$ cat src/logic/mips_pkg.sv
package mips_pkg;

    // **************************************************
    // basic types
    // **************************************************

    typedef logic [31:0] word_t;
    typedef logic [4:0]  reg_addr_t;

    // **************************************************
    // instruction encodings
    // **************************************************

    // primary opcode field, bits 31..26
    typedef enum logic [5:0] {
        OP_RTYPE = 6'h00,
        OP_ADDI  = 6'h08,
        OP_ADDIU = 6'h09,
        OP_SLTI  = 6'h0a,
        OP_SLTIU = 6'h0b,
        OP_ANDI  = 6'h0c,
        OP_ORI   = 6'h0d,
        OP_XORI  = 6'h0e,
        OP_LUI   = 6'h0f
    } opcode_e;

    // funct field of special opcode
    typedef enum logic [5:0] {
        F_SLL  = 6'h00,
        F_SRL  = 6'h02,
        F_SRA  = 6'h03,
        F_SLLV = 6'h04,
        F_SRLV = 6'h06,
        F_SRAV = 6'h07,
        F_ADD  = 6'h20,
        F_ADDU = 6'h21,
        F_SUB  = 6'h22,
        F_SUBU = 6'h23,
        F_AND  = 6'h24,
        F_OR   = 6'h25,
        F_XOR  = 6'h26,
        F_NOR  = 6'h27,
        F_SLT  = 6'h2a,
        F_SLTU = 6'h2b
    } funct_e;

    typedef enum logic [3:0] {
        ALU_ADD,
        ALU_SUB,
        ALU_AND,
        ALU_OR,
        ALU_XOR,
        ALU_NOR,
        ALU_SLT,
        ALU_SLTU,
        ALU_SLL,
        ALU_SRL,
        ALU_SRA,
        ALU_LUI
    } alu_func_e;

    // **************************************************
    // stage payloads
    // **************************************************

    typedef struct packed {
        logic      valid;
        alu_func_e alufunc;
        reg_addr_t rs;
        reg_addr_t rt;
        reg_addr_t dst;          // 0 means no write
        word_t     imm;          // shamt sits in bits 4..0 for fixed shifts
        logic      use_imm;
        logic      shamt_valid;
        logic      regwrite;
        logic      exception_ri;
    } decoded_instr_t;

    typedef struct packed {
        logic      valid;
        logic      write;
        reg_addr_t dst;
        word_t     data;
        logic      exception_ri;
    } exec_result_t;

endpackage

$ cat src/logic/instr_decoder.sv
module instr_decoder (
    input  logic                     clk,
    input  logic                     reset,
    input  logic                     instr_valid,
    input  mips_pkg::word_t          instr,
    output mips_pkg::decoded_instr_t dec
);
    import mips_pkg::*;

    opcode_e        op;
    funct_e         funct;
    reg_addr_t      rs;
    reg_addr_t      rt;
    reg_addr_t      rd;
    logic [4:0]     shamt;
    logic [15:0]    imm16;
    logic           zero_ext;
    logic           is_lui;
    logic           dst_rt;
    decoded_instr_t dec_d;

    // instruction fields
    assign op    = opcode_e'(instr[31:26]);
    assign rs    = instr[25:21];
    assign rt    = instr[20:16];
    assign rd    = instr[15:11];
    assign shamt = instr[10:6];
    assign funct = funct_e'(instr[5:0]);
    assign imm16 = instr[15:0];

    // **************************************************
    // control decode
    // **************************************************

    always_comb begin
        dec_d = '0;
        zero_ext = 1'b0;
        is_lui = 1'b0;
        dst_rt = 1'b1;
        dec_d.valid = 1'b1;
        dec_d.rs = rs;
        dec_d.rt = rt;
        dec_d.regwrite = 1'b1;
        dec_d.use_imm = 1'b1;
        case (op)
            OP_ADDI, OP_ADDIU: dec_d.alufunc = ALU_ADD;
            OP_SLTI:           dec_d.alufunc = ALU_SLT;
            OP_SLTIU:          dec_d.alufunc = ALU_SLTU;
            OP_ANDI: begin
                dec_d.alufunc = ALU_AND;
                zero_ext = 1'b1;
            end
            OP_ORI: begin
                dec_d.alufunc = ALU_OR;
                zero_ext = 1'b1;
            end
            OP_XORI: begin
                dec_d.alufunc = ALU_XOR;
                zero_ext = 1'b1;
            end
            OP_LUI: begin
                dec_d.alufunc = ALU_LUI;
                is_lui = 1'b1;
            end
            OP_RTYPE: begin
                dst_rt = 1'b0;
                dec_d.use_imm = 1'b0;
                case (funct)
                    F_ADD, F_ADDU: dec_d.alufunc = ALU_ADD;
                    F_SUB, F_SUBU: dec_d.alufunc = ALU_SUB;
                    F_AND:         dec_d.alufunc = ALU_AND;
                    F_OR:          dec_d.alufunc = ALU_OR;
                    F_XOR:         dec_d.alufunc = ALU_XOR;
                    F_NOR:         dec_d.alufunc = ALU_NOR;
                    F_SLT:         dec_d.alufunc = ALU_SLT;
                    F_SLTU:        dec_d.alufunc = ALU_SLTU;
                    F_SLLV:        dec_d.alufunc = ALU_SLL;
                    F_SRLV:        dec_d.alufunc = ALU_SRL;
                    F_SRAV:        dec_d.alufunc = ALU_SRA;
                    F_SLL: begin
                        dec_d.alufunc = ALU_SLL;
                        dec_d.shamt_valid = 1'b1;
                    end
                    F_SRL: begin
                        dec_d.alufunc = ALU_SRL;
                        dec_d.shamt_valid = 1'b1;
                    end
                    F_SRA: begin
                        dec_d.alufunc = ALU_SRA;
                        dec_d.shamt_valid = 1'b1;
                    end
                    default: begin
                        dec_d.exception_ri = 1'b1;
                        dec_d.regwrite = 1'b0;
                    end
                endcase
            end
            default: begin
                dec_d.exception_ri = 1'b1;
                dec_d.regwrite = 1'b0;
            end
        endcase

        // immediate / shamt
        if (dec_d.shamt_valid) begin
            dec_d.imm = {27'b0, shamt};
        end else if (is_lui) begin
            dec_d.imm = {imm16, 16'b0};
        end else if (zero_ext) begin
            dec_d.imm = {16'b0, imm16};
        end else begin
            dec_d.imm = {{16{imm16[15]}}, imm16};
        end

        // a write to r0 ends up with dst 0 as well
        dec_d.dst = dst_rt ? rt : rd;
        if (!dec_d.regwrite) begin
            dec_d.dst = '0;
        end
    end

    // idle cycles load an empty slot
    always_ff @(posedge clk) begin
        if (reset) begin
            dec <= '0;
        end else if (instr_valid) begin
            dec <= dec_d;
        end else begin
            dec <= '0;
        end
    end

endmodule

$ cat src/logic/alu_execute.sv
module alu_execute (
    input  mips_pkg::decoded_instr_t dec,
    output mips_pkg::reg_addr_t      rs_addr,
    output mips_pkg::reg_addr_t      rt_addr,
    input  mips_pkg::word_t          rs_data,
    input  mips_pkg::word_t          rt_data,
    output mips_pkg::exec_result_t   exec
);
    import mips_pkg::*;

    word_t      op_a;
    word_t      op_b;
    word_t      result;
    logic [4:0] sh_amt;

    assign rs_addr = dec.rs;
    assign rt_addr = dec.rt;

    assign op_a = rs_data;
    assign op_b = dec.use_imm ? dec.imm : rt_data;

    // fixed shifts take shamt, variable ones take rs
    assign sh_amt = dec.shamt_valid ? dec.imm[4:0] : rs_data[4:0];

    // **************************************************
    // ALU
    // **************************************************

    always_comb begin
        case (dec.alufunc)
            ALU_ADD:  result = op_a + op_b;
            ALU_SUB:  result = op_a - op_b;
            ALU_AND:  result = op_a & op_b;
            ALU_OR:   result = op_a | op_b;
            ALU_XOR:  result = op_a ^ op_b;
            ALU_NOR:  result = ~(op_a | op_b);
            ALU_SLT:  result = {31'b0, $signed(op_a) < $signed(op_b)};
            ALU_SLTU: result = {31'b0, op_a < op_b};
            ALU_SLL:  result = rt_data << sh_amt;
            ALU_SRL:  result = rt_data >> sh_amt;
            ALU_SRA:  result = word_t'($signed(rt_data) >>> sh_amt);
            // immediate already shifted into the upper half
            ALU_LUI:  result = op_b;
            default:  result = '0;
        endcase
    end

    always_comb begin
        exec.valid = dec.valid;
        exec.write = dec.valid & dec.regwrite & ~dec.exception_ri & (dec.dst != '0);
        exec.dst = dec.dst;
        exec.data = dec.exception_ri ? '0 : result;
        exec.exception_ri = dec.valid & dec.exception_ri;
    end

endmodule

$ cat src/logic/result_commit.sv
module result_commit (
    input  logic                   clk,
    input  logic                   reset,
    input  mips_pkg::exec_result_t exec,
    input  mips_pkg::reg_addr_t    rs_addr,
    input  mips_pkg::reg_addr_t    rt_addr,
    output mips_pkg::word_t        rs_data,
    output mips_pkg::word_t        rt_data,
    output logic                   retire_valid,
    output logic                   retire_write,
    output mips_pkg::reg_addr_t    retire_dst,
    output mips_pkg::word_t        retire_data,
    output logic                   retire_exc_ri
);
    import mips_pkg::*;

    word_t        regs [32];
    exec_result_t retire_q;

    // **************************************************
    // register file
    // **************************************************

    // r0 is never written
    always_ff @(posedge clk) begin
        if (reset) begin
            for (int i = 0; i < 32; i++) begin
                regs[i] <= '0;
            end
        end else if (exec.valid && exec.write && exec.dst != '0) begin
            regs[exec.dst] <= exec.data;
        end
    end

    assign rs_data = (rs_addr == '0) ? '0 : regs[rs_addr];
    assign rt_data = (rt_addr == '0) ? '0 : regs[rt_addr];

    // retire register, loaded on the same edge as the write
    always_ff @(posedge clk) begin
        if (reset) begin
            retire_q <= '0;
        end else begin
            retire_q <= exec;
        end
    end

    assign retire_valid  = retire_q.valid;
    assign retire_write  = retire_q.write;
    assign retire_dst    = retire_q.dst;
    assign retire_data   = retire_q.data;
    assign retire_exc_ri = retire_q.exception_ri;

endmodule

$ cat src/logic/mips_alu_core.sv
module mips_alu_core (
    input  logic                clk,
    input  logic                reset,
    input  logic                instr_valid,
    input  mips_pkg::word_t     instr,
    output logic                retire_valid,
    output logic                retire_write,
    output mips_pkg::reg_addr_t retire_dst,
    output mips_pkg::word_t     retire_data,
    output logic                retire_exc_ri
);
    import mips_pkg::*;

    decoded_instr_t dec;
    exec_result_t   exec;
    reg_addr_t      rs_addr;
    reg_addr_t      rt_addr;
    word_t          rs_data;
    word_t          rt_data;

    instr_decoder decoder_i (
        .clk         (clk),
        .reset       (reset),
        .instr_valid (instr_valid),
        .instr       (instr),
        .dec         (dec)
    );

    alu_execute execute_i (
        .dec     (dec),
        .rs_addr (rs_addr),
        .rt_addr (rt_addr),
        .rs_data (rs_data),
        .rt_data (rt_data),
        .exec    (exec)
    );

    result_commit commit_i (
        .clk           (clk),
        .reset         (reset),
        .exec          (exec),
        .rs_addr       (rs_addr),
        .rt_addr       (rt_addr),
        .rs_data       (rs_data),
        .rt_data       (rt_data),
        .retire_valid  (retire_valid),
        .retire_write  (retire_write),
        .retire_dst    (retire_dst),
        .retire_data   (retire_data),
        .retire_exc_ri (retire_exc_ri)
    );

endmodule

$ cat config.mk
export PLATFORM = sky130hd
export DESIGN_NAME = mips_alu_core
export DESIGN_NICKNAME = d
export VERILOG_FILES = /design/src/logic/mips_pkg.sv /design/src/logic/instr_decoder.sv /design/src/logic/alu_execute.sv /design/src/logic/result_commit.sv /design/src/logic/mips_alu_core.sv
export SDC_FILE = /design/constraint.sdc
export NUM_CORES = 2
export LEC_CHECK = 0
export BUFFER_PORTS_ARGS = -buffer_cell sky130_fd_sc_hd__buf_4
export CAP_MARGIN = 10
export CORE_ASPECT_RATIO = 1.25
export CORE_UTILIZATION = 55
export CTS_CLUSTER_SIZE = 14
export DETAILED_ROUTE_END_ITERATION = 10
export PLACE_DENSITY = 0.82
export SLEW_MARGIN = 20
export SYNTH_ARGS = -nofsm -noshare
export SYNTH_HDL_FRONTEND = slang
export SYNTH_SLANG_ARGS = --single-unit
$ cat constraint.sdc
create_clock -name clk -period 16.9 [get_ports clk]
set_clock_uncertainty 0.1 [all_clocks]
set_input_delay 2.535 -clock clk [delete_from_list [all_inputs] [get_ports clk]]
set_output_delay 2.535 -clock clk [all_outputs]
set_load 0.005 [all_outputs]
==> summary.md <==
| Metric | Value |
|---|---|
| Clk sinks | `1,120` |
| Primary FF master, synth | `edfxtp_1` |
| Mapped Cells | `5,540` |
| Pwr per Cell Area | `101 nW/um2` |
| Clock buffer count from CTS | `about 100` |
| GRT overflow | `0` |
| Commonest non-fill, non-tap cells in the layout | `nor2_1 (1,199), edfxtp_1 (1,024), mux4_2 (470)` |
| Kind of critical path | `reg -> reg` |
| Fillers | `8,942` |
| Max_cap viols | `0` |
| Distinct cells, synth | `113` |
| Minimum clock period | `about 10,000 ps` |
| Final Cycle Share | `59.9%` |
| Worst Tran Pin Value | `1260 ps` |
| Syn. warnings | `0` |
| Gr usage total | `around 41%` |
| Syn avg cell area | `12.0 um2` |
| Die area | `122,000 um2` |
| Gpl congestion | `1.08` |
| Via count of the first global-routing pass | `52.8k` |
| CTS tree | `done` |
| TNS Setup | `0 ps` |
| Root buf cell | `clkbuf_16` |
| Leak | `0.0247 uW` |
| Pre-antenna DRT Iters | `10` |
| IO Count | `75` |
| Area leader, netlist | `edfxtp_1` |
| Worst-path fanout max | `48` |
| Total Nets Final | `5,529` |
| Synth Register Bits | `1,120` |
| Critical Path Source Type | `register` |
| Max_slew headroom | `between 10% and 20%` |
| Post-route ant nets | `0` |
| Crit path arrival time | `10,470 ps` |
| Drc violations | `2` |
| Clock latency at the later pin of the worst-skew pair | `approximately 760 ps` |
| Layout cells sized above 1 | `19.7%` |
| Routed WL per cell | `~36 um` |
| Final core occ | `~60%` |
| Hold Vio Cnt, Final | `0` |
| Syn-to-layout area delta | `7.61%` |
| Hold Crit Class | `reg -> reg` |
| Worst Reg-to-Reg Cells | `19` |
| Port-buffer cells | `between 70 and 80` |
| Share of Yosys cell area claimed by the top area cell type | `between 40% and 50%` |
| Die Ht | `390 um` |
| Multi-input logic area | `31,000 um2` |
| Number of synthesized flops with an enable pin | `just over 1k` |
| Fmax | `98.8 MHz` |
| Sequential area share after synthesis | `49.3%` |
| Via/cell ratio | `7.57` |
| Commonest non-fill, non-tap cell in the layout | `nor2_1` |
| Setup violators final | `0` |
| Synth Cell Area | `66,300 um2` |
| Pins over their slew limit | `0` |
| FF+latch area | `32,700 um2` |
| Initial antenna violation count | `12` |
| Total number of vias | `between 50k and 60k` |
| Post-CTS Resized | `0` |
| Detailed-route wire length | `255,000 um` |
| Max VDD drop | `0.0783 mV` |
| Setup Fix Bufs, Post-CTS | `0` |
| DP Area | `67,900 um2` |
| Die W | `312 um` |
| Status | `finished, violations left` |
| Pin count of the biggest net entering global routing | `119` |
| H-tree Lvls | `3` |
| Core area | `120,000 um2` |
| Failing checks | `design-rule violations` |
| Clk pin slew, worst setup/hold paths | `70 ps` |
| CP endpoint kind | `register` |
| Initial Utilization | `55.3%` |
| Final Cell Area | `roughly 71,000 um2` |
| Top cells by area, synth | `edfxtp_1 (46%), mux4_2 (16%), nor2_1 (6.8%)` |
| CP required | `17,250 ps` |
| First-pass GRT wire length | `362,000 um` |
| Async SR Flop Fraction | `0%` |
| Drt first-iter violations | `just over 10k` |
| Clock Path Buffers | `3` |
| Unrepaired setup endpoints after global routing | `no` |
| Hold buffers post-CTS | `0` |
| Dpl hpwl | `161,000 um` |
| # rows | `around 140` |
| Hold Crit Depth | `1` |
[worst max-delay path: stages (launching register included)]
cell and delay, ps:
dfxtp_4 840, buf_4 810, or3b_2 820, o22ai_1 140, a211o_1 480, a211oi_1 1030, or4b_2 400, o21ai_0 140
ha_1 350, a2111oi_1 970, o21ai_0 380, a211oi_1 800, o21ai_0 430, a31oi_1 480, o21ai_0 230, xnor2_1 190
nor2_1 90, nor4_4 450, buf_4 460, nor2_1 80
[flip-flops by register name (all words and copies together), names as in the netlist]
register,flops
commit_i.regs,1024
decoder_i.dec,46
commit_i.retire_data,32
commit_i.retire_dst,5
commit_i.rs_addr,5
commit_i.rt_addr,5
commit_i.retire_exc_ri,1
commit_i.retire_valid,1
commit_i.retire_write,1
[synthesized netlist by cell type (31+ instances only)]
master	n
nand3_1	57
nand2_1	287
a211oi_1	44
a21o_1	34
a21oi_1	223
o221ai_1	42
a221oi_1	36
dfxtp_1	96
mux4_2	470
ha_1	103
o211ai_1	31
buf_4	37
mux2_2	40
clkbuf_1	277
mux2i_1	286
edfxtp_1	1024
nor2_1	1203
a211o_1	36
o22ai_1	68
o21ai_0	154
buf_1	39
buf_2	128
nand2b_1	55
nor3_1	49
a22oi_1	36
and2_1	54
inv_1	109
buf_6	36
[worst paths after layout]
path	start	slack, ps	endpoint
max	commit_i.rt_addr[2]$_SDFF_PP0_	6780	commit_i.regs[1][31]$_SDFFCE_PN0P_
min	decoder_i.dec[55]$_SDFF_PP0_	460	commit_i.retire_valid$_SDFF_PP0_
max reg2reg	commit_i.rt_addr[2]$_SDFF_PP0_	6780	commit_i.regs[1][31]$_SDFFCE_PN0P_
min reg2reg	decoder_i.dec[55]$_SDFF_PP0_	460	commit_i.retire_valid$_SDFF_PP0_
[report_power, final]
group | total (uW) | switching [uW] | internal [uW] | leakage, uW
clock | 2380 | 1080 | 1300 | 0.00164
sequential | 3190 | 74.6 | 3120 | 0.0114
combinational | 1640 | 1140 | 494 | 0.0117
total | 7210 | 2300 | 4910 | 0.0247
[layer usage]
metal  GRT usage, %  up-vias  wire (um)
li1               -    20500          -
met1           45.5    25400      73200
met2           63.2     5702     112000
met3           15.4     1826      41800
met4           35.0       16      28300
met5          0.478        -        129
[logic make-up (layout without fill, tap and decap cells)]
group / Yosys count / after routing / synth area share, %
adder cells (fa/ha/maj): 105 / 105 / 2.00
other: 1 / 37 / 0.00566
AND/OR/NAND/NOR: 1913 / 1913 / 12.5
AO/OA/AOI/OAI: 911 / 911 / 9.44
XOR/XNOR: 33 / 33 / 0.436
buffers and inverters: 640 / 544 / 4.70
flip-flops: 1120 / 1120 / 49.3
multiplexers: 817 / 817 / 21.6
[per-stage QoR]
step,power (uW),setup slack [ps],hold slack (ps),instances
after floorplan,4250,9850,359,5571
after global placement,4750,7590,435,6865
after detailed placement,4770,7730,452,6865
after CTS,7080,7660,462,7057
after global routing,7320,6940,474,7061
final,7210,6780,457,7064
[area by class of cell]
cell class | count | area share (%)
Tap cell | 1584 | 2.78
Multi-Input combinational cell | 3811 | 43.5
Sequential cell | 1120 | 45.9
Timing Repair Buffer | 239 | 2.61
Antenna cell | 5 | 0.0175
Inverter | 113 | 0.595
Clock buffer | 137 | 3.94
Clock inverter | 55 | 0.756
No activity file was read; power rests on OpenSTA's default activity.
